<file path="src/hw/video_defs.svh">
// Video path geometry, frame buffer sizing and filter threshold constants
`ifndef VIDEO_DEFS_SVH
`define VIDEO_DEFS_SVH

// Frame geometry in pixels
`define FRAME_W 4
`define FRAME_H 2

// Frame buffer holds exactly one frame
`define FB_DEPTH (`FRAME_W * `FRAME_H)
`define FB_ADDR_W 3

// Threshold filter level on the 4-bit gray value
`define GRAY_THRESH 4'd8

`endif

</file>
<file path="src/hw/mem_pkg.sv">
// Frame buffer address, word and client types
`include "video_defs.svh"

package mem_pkg;

	typedef logic [`FB_ADDR_W-1:0] fb_addr_t; // One word per pixel
	typedef logic [11:0]           fb_word_t; // RGB444 as stored

	// Owner of the single memory port in a cycle
	typedef enum logic {
		CLIENT_CAPTURE = 1'b0, // Camera writer
		CLIENT_READOUT = 1'b1  // Frame reader
	} fb_client_e;

endpackage

</file>
<file path="src/hw/video_pkg.sv">
// Pixel formats, camera word views and filter modes for the video path
package video_pkg;

	typedef struct packed {
		logic [3:0] r; // Red
		logic [3:0] g; // Green
		logic [3:0] b; // Blue
	} rgb444_t;

	// Camera word as it arrives with the high byte first
	typedef struct packed {
		logic [7:0] hi;
		logic [7:0] lo;
	} cam_bytes_t;

	// Same word read as RGB444 with four unused top bits
	typedef struct packed {
		logic [3:0] pad; // Ignored
		rgb444_t    pix;
	} cam_pix_t;

	typedef union packed {
		cam_bytes_t bytes; // Filled by capture
		cam_pix_t   rgb;   // Written to the buffer
	} cam_word_u;

	typedef enum logic [1:0] {
		FILT_PASS   = 2'd0, // Pixel unchanged
		FILT_GRAY   = 2'd1, // Luma on all channels
		FILT_INVERT = 2'd2, // Channel complement
		FILT_THRESH = 2'd3  // Black or white
	} filter_e;

endpackage

</file>
<file path="src/hw/video_ifs.sv">
// Frame buffer client port and pixel stream interfaces
interface fb_port_if import mem_pkg::*; ();

	logic     req;   // Access request
	logic     we;    // Write when granted
	fb_addr_t addr;
	fb_word_t wdata;
	logic     gnt;   // Same-cycle grant
	fb_word_t rdata; // Valid one cycle after a granted read

	modport client (
		output req, we, addr, wdata,
		input  gnt, rdata
	);

	modport memory (
		input  req, we, addr, wdata,
		output gnt, rdata
	);

endinterface

interface pix_stream_if import video_pkg::*; ();

	rgb444_t data;
	logic    sop;   // First pixel of a frame
	logic    eop;   // Last pixel of a frame
	logic    valid;
	logic    ready; // Beat moves on valid and ready

	modport source (output data, sop, eop, valid, input ready);

	modport sink (input data, sop, eop, valid, output ready);

endinterface

</file>
<file path="src/hw/address_generator.sv">
// Frame readout that turns buffer reads into a framed pixel packet
`include "video_defs.svh"

module address_generator import video_pkg::*; import mem_pkg::*; (
	input  logic          clk_50,
	input  logic          rst_n,
	input  logic          frame_done,  // Capture finished a frame
	fb_port_if.client     mem,
	pix_stream_if.source  out_stream
);

	localparam fb_addr_t LAST_ADDR = fb_addr_t'(`FRAME_W * `FRAME_H - 1);

	logic     busy_q;      // Frame in progress
	logic     rd_done_q;   // All reads issued
	fb_addr_t rd_addr_q;   // Next read address
	logic     fly_q;       // Read data returns this cycle
	logic     fly_sop_q;
	logic     fly_eop_q;
	rgb444_t  pix_q;       // Output pixel register
	logic     sop_q;
	logic     eop_q;
	logic     valid_q;
	logic     take;        // Output beat accepted
	logic     rd_fire;

	assign take    = valid_q && out_stream.ready;
	assign mem.req = busy_q && !rd_done_q && !fly_q && (!valid_q || out_stream.ready);
	assign rd_fire = mem.req && mem.gnt;  // Capture may deny
	assign mem.we    = 1'b0;              // Read-only client
	assign mem.addr  = rd_addr_q;
	assign mem.wdata = '0;

	always_ff @(posedge clk_50 or negedge rst_n) begin
		if (!rst_n) begin
			busy_q    <= 1'b0;
			rd_done_q <= 1'b0;
			rd_addr_q <= '0;
			fly_q     <= 1'b0;
			fly_sop_q <= 1'b0;
			fly_eop_q <= 1'b0;
			valid_q   <= 1'b0;
			sop_q     <= 1'b0;
			eop_q     <= 1'b0;
		end else begin
			if (!busy_q && frame_done) begin  // Ignored while streaming
				busy_q    <= 1'b1;
				rd_done_q <= 1'b0;
				rd_addr_q <= '0;
			end else if (take && eop_q) begin
				busy_q <= 1'b0;
			end else if (rd_fire) begin
				rd_done_q <= (rd_addr_q == LAST_ADDR);
				rd_addr_q <= rd_addr_q + 1'b1;
			end
			fly_q     <= rd_fire;
			fly_sop_q <= (rd_addr_q == '0);
			fly_eop_q <= (rd_addr_q == LAST_ADDR);
			if (fly_q) begin                  // Register is free by construction
				valid_q <= 1'b1;
				sop_q   <= fly_sop_q;
				eop_q   <= fly_eop_q;
			end else if (take) begin
				valid_q <= 1'b0;
			end
		end
	end

	always_ff @(posedge clk_50) begin
		if (fly_q)
			pix_q <= rgb444_t'(mem.rdata);
	end

	assign out_stream.data  = pix_q;
	assign out_stream.sop   = sop_q;
	assign out_stream.eop   = eop_q;
	assign out_stream.valid = valid_q;

	// Stalled beat stays put until accepted
	a_hold_stall: assert property (@(posedge clk_50) disable iff (!rst_n)
		out_stream.valid && !out_stream.ready |=> out_stream.valid &&
		$stable(out_stream.data) && $stable(out_stream.sop) && $stable(out_stream.eop));

endmodule

</file>
<file path="src/hw/camera_filter_top.sv">
// Camera to display video path with selectable pixel filter
module camera_filter_top import video_pkg::*; (
	input  logic        clk_50,
	input  logic        rst_n,
	input  logic [3:0]  key,          // Filter select buttons
	input  logic        cam_vsync,
	input  logic        cam_href,
	input  logic [7:0]  cam_data,
	output logic [11:0] pix_data,     // RGB444
	output logic        pix_sop,
	output logic        pix_eop,
	output logic        pix_valid,
	input  logic        pix_ready,    // Sink back-pressure
	output logic [1:0]  filter_mode
);

	fb_port_if    cap_port ();      // Capture to memory
	fb_port_if    rd_port ();       // Memory to readout
	pix_stream_if raw_stream ();    // Readout to filter

	filter_e mode_w;
	logic    frame_done;

	assign filter_mode = mode_w;

	filter_control ctrl_i (
		.clk_50      (clk_50),
		.rst_n       (rst_n),
		.key         (key),
		.filter_type (mode_w)
	);

	ov7670_capture cap_i (
		.clk_50     (clk_50),
		.rst_n      (rst_n),
		.vsync      (cam_vsync),
		.href       (cam_href),
		.data       (cam_data),
		.mem        (cap_port.client),
		.frame_done (frame_done)
	);

	frame_buffer fb_i (
		.clk_50   (clk_50),
		.rst_n    (rst_n),
		.cap_port (cap_port.memory),
		.rd_port  (rd_port.memory)
	);

	address_generator ag_i (
		.clk_50     (clk_50),
		.rst_n      (rst_n),
		.frame_done (frame_done),
		.mem        (rd_port.client),
		.out_stream (raw_stream.source)
	);

	filter_select fs_i (
		.clk_50      (clk_50),
		.rst_n       (rst_n),
		.filter_type (mode_w),
		.in_stream   (raw_stream.sink),
		.data_out    (pix_data),
		.sop_out     (pix_sop),
		.eop_out     (pix_eop),
		.valid_out   (pix_valid),
		.ready_in    (pix_ready)
	);

endmodule

</file>
<file path="src/hw/filter_control.sv">
// Key-driven filter mode selection from active-low push buttons
module filter_control import video_pkg::*; (
	input  logic       clk_50,
	input  logic       rst_n,
	input  logic [3:0] key,         // Active low
	output filter_e    filter_type
);

	logic [3:0] key_s;  // Sampled keys
	logic [3:0] key_q;  // Previous sample
	logic [3:0] fall;   // Press events

	assign fall = key_q & ~key_s;

	always_ff @(posedge clk_50 or negedge rst_n) begin
		if (!rst_n) begin
			key_s       <= 4'hf;       // Released
			key_q       <= 4'hf;
			filter_type <= FILT_PASS;
		end else begin
			key_s <= key;
			key_q <= key_s;
			if (fall[0])
				filter_type <= FILT_PASS;  // Lowest index wins
			else if (fall[1])
				filter_type <= FILT_GRAY;
			else if (fall[2])
				filter_type <= FILT_INVERT;
			else if (fall[3])
				filter_type <= FILT_THRESH;
		end
	end

endmodule

</file>
<file path="src/hw/filter_select.sv">
// Registered per-pixel filter with the mode held for a whole frame
`include "video_defs.svh"

module filter_select import video_pkg::*; (
	input  logic         clk_50,
	input  logic         rst_n,
	input  filter_e      filter_type,  // Requested mode
	pix_stream_if.sink   in_stream,
	output rgb444_t      data_out,
	output logic         sop_out,
	output logic         eop_out,
	output logic         valid_out,
	input  logic         ready_in      // Downstream sink ready
);

	filter_e mode_q;   // Mode of the current frame
	filter_e mode_use; // Mode for the incoming beat
	logic    accept;
	rgb444_t pix_f;

	// Luma approximation (r + 2g + b) / 4
	function automatic logic [3:0] gray_of(input rgb444_t px);
		logic [5:0] sum;
		sum = {2'b00, px.r} + {1'b0, px.g, 1'b0} + {2'b00, px.b};
		return sum[5:2];
	endfunction

	function automatic rgb444_t apply(input filter_e mode, input rgb444_t px);
		logic [3:0] g;
		rgb444_t    res;
		g = gray_of(px);
		case (mode)
			FILT_GRAY:   res = '{r: g, g: g, b: g};
			FILT_INVERT: res = ~px;
			FILT_THRESH: res = (g >= `GRAY_THRESH) ? 12'hfff : 12'h000;
			default:     res = px;  // Pass
		endcase
		return res;
	endfunction

	assign in_stream.ready = ready_in || !valid_out;      // Slot free or draining
	assign accept   = in_stream.valid && in_stream.ready;
	assign mode_use = (accept && in_stream.sop) ? filter_type : mode_q;  // New frame takes key
	assign pix_f    = apply(mode_use, in_stream.data);

	always_ff @(posedge clk_50 or negedge rst_n) begin
		if (!rst_n) begin
			mode_q    <= FILT_PASS;
			valid_out <= 1'b0;
			sop_out   <= 1'b0;
			eop_out   <= 1'b0;
		end else begin
			if (accept && in_stream.sop)
				mode_q <= filter_type;  // Latched per frame
			if (accept) begin
				valid_out <= 1'b1;
				sop_out   <= in_stream.sop;
				eop_out   <= in_stream.eop;
			end else if (ready_in) begin
				valid_out <= 1'b0;
			end
		end
	end

	always_ff @(posedge clk_50) begin
		if (accept)
			data_out <= pix_f;
	end

endmodule

</file>
<file path="src/hw/frame_buffer.sv">
// Shared single-port frame memory with capture-first arbitration
`include "video_defs.svh"

module frame_buffer import mem_pkg::*; (
	input  logic       clk_50,
	input  logic       rst_n,
	fb_port_if.memory  cap_port,  // Camera writer
	fb_port_if.memory  rd_port    // Frame reader
);

	fb_word_t   mem_q [`FB_DEPTH];
	fb_word_t   rdata_q;
	fb_client_e owner;            // Port user this cycle
	logic       acc;              // Any granted access
	logic       we_mux;
	fb_addr_t   addr_mux;
	fb_word_t   wdata_mux;

	always_comb begin
		owner         = cap_port.req ? CLIENT_CAPTURE : CLIENT_READOUT;  // Fixed priority
		cap_port.gnt  = cap_port.req;
		rd_port.gnt   = rd_port.req && !cap_port.req;
		acc           = cap_port.gnt || rd_port.gnt;
		we_mux        = (owner == CLIENT_CAPTURE) ? cap_port.we : rd_port.we;
		addr_mux      = (owner == CLIENT_CAPTURE) ? cap_port.addr : rd_port.addr;
		wdata_mux     = (owner == CLIENT_CAPTURE) ? cap_port.wdata : rd_port.wdata;
	end

	always_ff @(posedge clk_50) begin
		if (acc && we_mux)
			mem_q[addr_mux] <= wdata_mux;
		if (acc && !we_mux)
			rdata_q <= mem_q[addr_mux];  // One-cycle read latency
	end

	assign cap_port.rdata = rdata_q;    // Shared read bus
	assign rd_port.rdata  = rdata_q;

	// One owner per cycle and it matches the grant
	a_one_grant: assert property (@(posedge clk_50) disable iff (!rst_n)
		rd_port.gnt |-> (owner == CLIENT_READOUT) && !cap_port.gnt);

	// Granted accesses stay inside the frame
	a_addr_range: assert property (@(posedge clk_50) disable iff (!rst_n)
		acc |-> (int'(addr_mux) < `FB_DEPTH));

endmodule

</file>
<file path="src/hw/ov7670_capture.sv">
// OV7670 capture that packs camera byte pairs into RGB444 buffer writes
`include "video_defs.svh"

module ov7670_capture import video_pkg::*; import mem_pkg::*; (
	input  logic       clk_50,
	input  logic       rst_n,
	input  logic       vsync,      // High during blanking
	input  logic       href,       // Byte qualifier
	input  logic [7:0] data,
	fb_port_if.client  mem,
	output logic       frame_done  // One cycle after blanking starts
);

	localparam fb_addr_t LAST_ADDR = fb_addr_t'(`FRAME_W * `FRAME_H - 1);

	cam_word_u word_q;     // Byte view in, pixel view out
	logic      phase_q;    // Low byte expected next
	logic      wr_pend_q;  // Completed word awaiting write
	fb_addr_t  addr_q;     // Next pixel slot
	logic      vsync_q;
	logic      wrote_q;    // Frame has pixels
	logic      vsync_rise;
	logic      wr_fire;

	assign vsync_rise = vsync && !vsync_q;
	assign wr_fire    = mem.req && mem.gnt;  // Capture always wins

	assign mem.req   = wr_pend_q;
	assign mem.we    = 1'b1;                 // Write-only client
	assign mem.addr  = addr_q;
	assign mem.wdata = word_q.rgb.pix;       // Drop pad bits

	always_ff @(posedge clk_50 or negedge rst_n) begin
		if (!rst_n) begin
			phase_q    <= 1'b0;
			wr_pend_q  <= 1'b0;
			addr_q     <= '0;
			vsync_q    <= 1'b0;
			wrote_q    <= 1'b0;
			frame_done <= 1'b0;
		end else begin
			vsync_q   <= vsync;
			wr_pend_q <= href && phase_q && !vsync;  // Low byte just sampled
			if (vsync)
				phase_q <= 1'b0;                     // Realign in blanking
			else if (href)
				phase_q <= !phase_q;
			if (vsync_rise)
				addr_q <= '0;                        // New frame starts at 0
			else if (wr_fire)
				addr_q <= (addr_q == LAST_ADDR) ? '0 : addr_q + 1'b1;
			if (vsync_rise)
				wrote_q <= 1'b0;
			else if (wr_fire)
				wrote_q <= 1'b1;
			frame_done <= vsync_rise && (wrote_q || wr_fire);  // Skip empty frames
		end
	end

	always_ff @(posedge clk_50) begin
		if (href && !vsync) begin
			if (phase_q)
				word_q.bytes.lo <= data;
			else
				word_q.bytes.hi <= data;
		end
	end

	// Pixels only land outside vertical blanking
	a_no_write_in_blank: assert property (@(posedge clk_50) disable iff (!rst_n)
		!(mem.req && vsync));

endmodule

</file>
<file path="config.mk">
export PLATFORM = sky130hd
export DESIGN_NAME = camera_filter_top
export DESIGN_NICKNAME = d
export VERILOG_FILES = /design/src/hw/mem_pkg.sv /design/src/hw/video_pkg.sv /design/src/hw/video_ifs.sv /design/src/hw/address_generator.sv /design/src/hw/camera_filter_top.sv /design/src/hw/filter_control.sv /design/src/hw/filter_select.sv /design/src/hw/frame_buffer.sv /design/src/hw/ov7670_capture.sv
export VERILOG_INCLUDE_DIRS = /design/src /design/src/hw
export SDC_FILE = /design/constraint.sdc
export NUM_CORES = 1
export LEC_CHECK = 0
export BUFFER_PORTS_ARGS = -buffer_cell sky130_fd_sc_hd__clkbuf_2
export CORE_MARGIN = 5
export CORE_UTILIZATION = 40
export DETAILED_ROUTE_END_ITERATION = 10
export SYNTH_ARGS = -nofsm -noshare
export SYNTH_HDL_FRONTEND = slang
export SYNTH_SLANG_ARGS = --single-unit
</file>
<file path="constraint.sdc">
create_clock -name clk_50 -period 2.8 [get_ports clk_50]
set_input_delay 0.56 -clock clk_50 [delete_from_list [all_inputs] [get_ports clk_50]]
set_output_delay 0.56 -clock clk_50 [all_outputs]
set_load 0.005 [all_outputs]
</file>
==> reports/results.md <==
| Parameter | Value |
| --- | --- |
| Run status | completed |
| DR WL met3 | 671 um |
| Mean instance size in the synthesized netlist | 14.0 um^2 |
| Area delta synth->final | 16.2% |
| # DRC | 0 |
| Antenna Violating Nets Remaining | 0 |
| Worst r2r path cells | 9 |
| Top library cells by usage in the layout, fill and taps aside | sky130_fd_sc_hd__edfxtp_1, sky130_fd_sc_hd__nand2_1, sky130_fd_sc_hd__a21oi_1 |
| Worst-case setup slack after placement | 0.186 ns |
| Number of levels in the clock H-tree | 4 |
| Maximum buffer depth of the clock tree | 2 |
| Fraction of synthesized cell area taken by the top area cell type | 0.603 |
| Horizontal die dimension | 144 um |
| Vias in the first global route | 4094 |
| Largest fanout on the critical path | 3 |
| Post-layout instance area | 8330 um^2 |
| Buffering stage count on the worst path with inverters included | 1 |
| Master of the slowest instance on the critical path | sky130_fd_sc_hd__fa_1 |
| Share of the clock period used by the worst path after layout | 0.908 |
| Pwr Density | 1010 nW/um^2 |
| Synth unique cells | 52 |
| Beginning of the worst register-to-register path | ag_i.out_stream.data[1] |
| Number of vias per cell | 4.95 |
| Placed cell area | 7730 um^2 |
| Max-slew violation count | 0 |
| Y dimension of the die | 144 um |
| Setup TNS | 0 ns |
| Latest clock arrival within the worst-skew pair | 0.42 ns |
| Buffers inserted by post-CTS timing repair | 0 |
| Clk sinks | 178 |
| Cell chosen for the clock root | sky130_fd_sc_hd__clkbuf_16 |
| Length of routed met2 wiring | 6750 um |
| Final-report hold violation count | 0 |
| CORE AREA | 17800 um^2 |
| Arrival @ worst endpoint | 2.70 ns |
| Layout filler cell count | 1557 |
| RSZ-0062 raised after global routing | no |
| CP top delay family | adder cells |
| Total design power | 0.00841 W |
| Final critical delay including setup and external delays | 2.54 ns |
| Element type at the critical path start | flip-flop |
| Fraction of final layout cells with drive strength greater than 1 | 0.196 |
| Library cell with the largest summed area after synthesis | sky130_fd_sc_hd__edfxtp_1 |
| Largest vdd supply drop | 0.499 mV |
| Synthesis-stage register bit count | 178 |
| Antenna violations before repair | 0 |
| Number of max-cap violations | 0 |
| Number of gates on the worst path with buffers counted | 9 |
| Post-synth design cell area | 7170 um^2 |
| Fmax | 394 MHz |
| Top routing layer in use | met4 |
| IO Count | 34 |
| Measured slew at the worst slew-check pin | 0.833 ns |
| Port-buffer cells | 33 |
| Clock-pin slew reported for the worst setup and hold paths after clock tree synthesis | 0.07 ns |
| Launch point of the worst path | ag_i.out_stream.data[1] |
| Final-stage net count | 603 |
| Final critical-path setup slack | 0.259 ns |
| Starting Density | 0.403 |
| Yosys warning total | 0 |
| Met1 Wirelength | 5740 um |
| Antenna cells | 0 |
| Req. time, crit path | 2.95 ns |
| Top cells by area, synth | sky130_fd_sc_hd__edfxtp_1, sky130_fd_sc_hd__dfrtp_1, sky130_fd_sc_hd__nand2_1 |
| Worst rel slew slack | 0.444 |
| GRT Util Overall | 0.139 |
| Standard-cell row count | 49 |
| Detailed-placement wirelength estimate | 9020 um |
| Share of synthesized area occupied by flip-flops and latches | 0.723 |
| CTS tree | done |
| Number of design-rule violations left by the first detailed-router iteration | 239 |
| Per-cell routed wire length | 16.4 um |
| Clock buffer count from CTS | 17 |
| Final setup violation count | 0 |
| Cell depth of the worst hold path | 1 |
| Cell mode on critical path | sky130_fd_sc_hd__fa_1 |
| First-pass GRT wire length | 22000 um |
| Number of iterations in the first detailed-routing pass | 4 |
| Final weighted congestion in routability-driven placement | 0.789 |
| Gr ovfl total | 0 |
| Most common library cell in the layout ignoring fill and taps | sky130_fd_sc_hd__edfxtp_1 |
| Largest stage delay on the critical path | 0.56 ns |
| Leakage power of the design | 3.25 nW |
| Area of the die | 20700 um^2 |
| Category of the worst setup path capture point | flip-flop |
| Via total after detailed routing | 4041 |
| Path type of the worst setup path | flip-flop to flip-flop |
| Cell-by-cell listing of the critical path | inv_1 > fa_1 > nor2_1 > fa_1 > a21o_1 > a21oi_2 > o21ai_2 > or3b_1 > o221ai_1 |
| Maximum number of pins on one net before global-route repair | 45 |
| Hold Path Class | input port to flip-flop |
| Wire length after detailed routing | 13400 um |
| Launch instance of the worst min-delay path | key[1] |
| Mapped Nets | 542 |
| Number of standard cells after synthesis | 513 |
| Setup skew after layout | 0.00862 ns |
==> synth_stat cells (all sizes together) <==
library cell	count
edfxtp	144
nand2	107
a21oi	51
dfrtp	26
nor2	23
inv	19
and2	14
buf	14
or4	11
xnor2	9
dfstp	8
ha	8
nand2b	8
nor2b	8
a21boi	5
a21o	5
and3	5
fa	4
a2bb2oi	3
and3b	3
clkbuf	3
mux2i	3
nand3	3
o211ai	3
o21ai	3
o221ai	3
a31o	2
a32oi	2
mux2	2
nor4	2
o22ai	2
a2111oi	1
a211oi	1
a221oi	1
a32o	1
and2b	1
nor3b	1
o21bai	1
o31ai	1
or3	1
or3b	1
==> through the flow <==
stage / utilization / instances / hold WS (ns)
global route: 0.469 / 816 / 0.193
finish: 0.469 / 816 / 0.212
CTS: 0.468 / 816 / 0.195
detailed placement: 0.435 / 784 / 0.359
global placement: 0.435 / 784 / 0.355
floorplan: - / 513 / 0.264
==> sequential cells by signal (all words and copies together), names as in the netlist, 3 cells and up <==
name and flops:
fb_i.mem_q 96, ag_i.out_stream.data 12, cap_i.mem.addr 3, ctrl_i.key_q 4, ag_i.mem.addr 3, cap_i.word_q 12
fb_i.cap_port.rdata 12, fs_i.data_out 12, ctrl_i.key_s 4
==> worst paths after layout <==
| kind | to | slack (ns) |
|---|---|---|
| worst max-delay path | fs_i.data_out[9] | 0.26 |
| worst min-delay path | ctrl_i.key_s[1] | 0.21 |
| worst max register to register | fs_i.data_out[9] | 0.26 |
| worst min register to register | ctrl_i.key_q[0] | 0.37 |
| min in group asynchronous | cap_i.vsync_q | 0.22 |
| max in group asynchronous | ag_i.fly_q | 2.04 |
==> cell type report <==
type | count | area, um^2 | share of cell area
flip-flops and latches | 178 | 5180 | 0.622
multi-input cells | 299 | 1810 | 0.218
clock buffers | 17 | 425 | 0.0511
repair buffers | 59 | 385 | 0.0462
well taps | 229 | 287 | 0.0344
clock inverters | 15 | 166 | 0.0200
inverters | 19 | 71.3 | 0.00856
==> layer usage <==
metal | up-vias | GRT usage
met5 | - | 0
met4 | 0 | 0.0500
met3 | 14 | 0.0313
met2 | 97 | 0.231
met1 | 1965 | 0.180
li1 | 1965 | -
==> kinds of logic (layout without fill, tap and decap cells) <==
logic type / count (synthesis) / count (layout) / synth area share
compound gates: 85 / 85 / 0.0837
xor+xnor: 9 / 9 / 0.0110
mux: 5 / 5 / 0.00733
flops: 178 / 178 / 0.723
fa+ha+maj: 12 / 12 / 0.0251
buf+inv: 36 / 110 / 0.0255
simple gates: 188 / 188 / 0.125
==> where the power goes <==
part	switching, W	total, W	internal, W
Combinational	0.00138	0.00237	0.000993
Sequential	0.000249	0.00370	0.00345
Clock	0.00106	0.00233	0.00127
Total	0.00269	0.00841	0.00571
==> what timing repair did <==
action	CTS	global route
endpoints found under the setup margin	0	3
hold buffers	0	0
gates resized for setup	0	2
==> worst reg2reg max path, stage by stage, from the launching register on <==
cell and delay (ns):
sky130_fd_sc_hd__edfxtp_1 0.37, sky130_fd_sc_hd__inv_1 0.07, sky130_fd_sc_hd__fa_1 0.56, sky130_fd_sc_hd__nor2_1 0.06, sky130_fd_sc_hd__fa_1 0.41, sky130_fd_sc_hd__a21o_1 0.21
sky130_fd_sc_hd__a21oi_2 0.17, sky130_fd_sc_hd__o21ai_2 0.09, sky130_fd_sc_hd__or3b_1 0.21, sky130_fd_sc_hd__o221ai_1 0.12
Note: power is estimated with default switching activity, not from simulation.
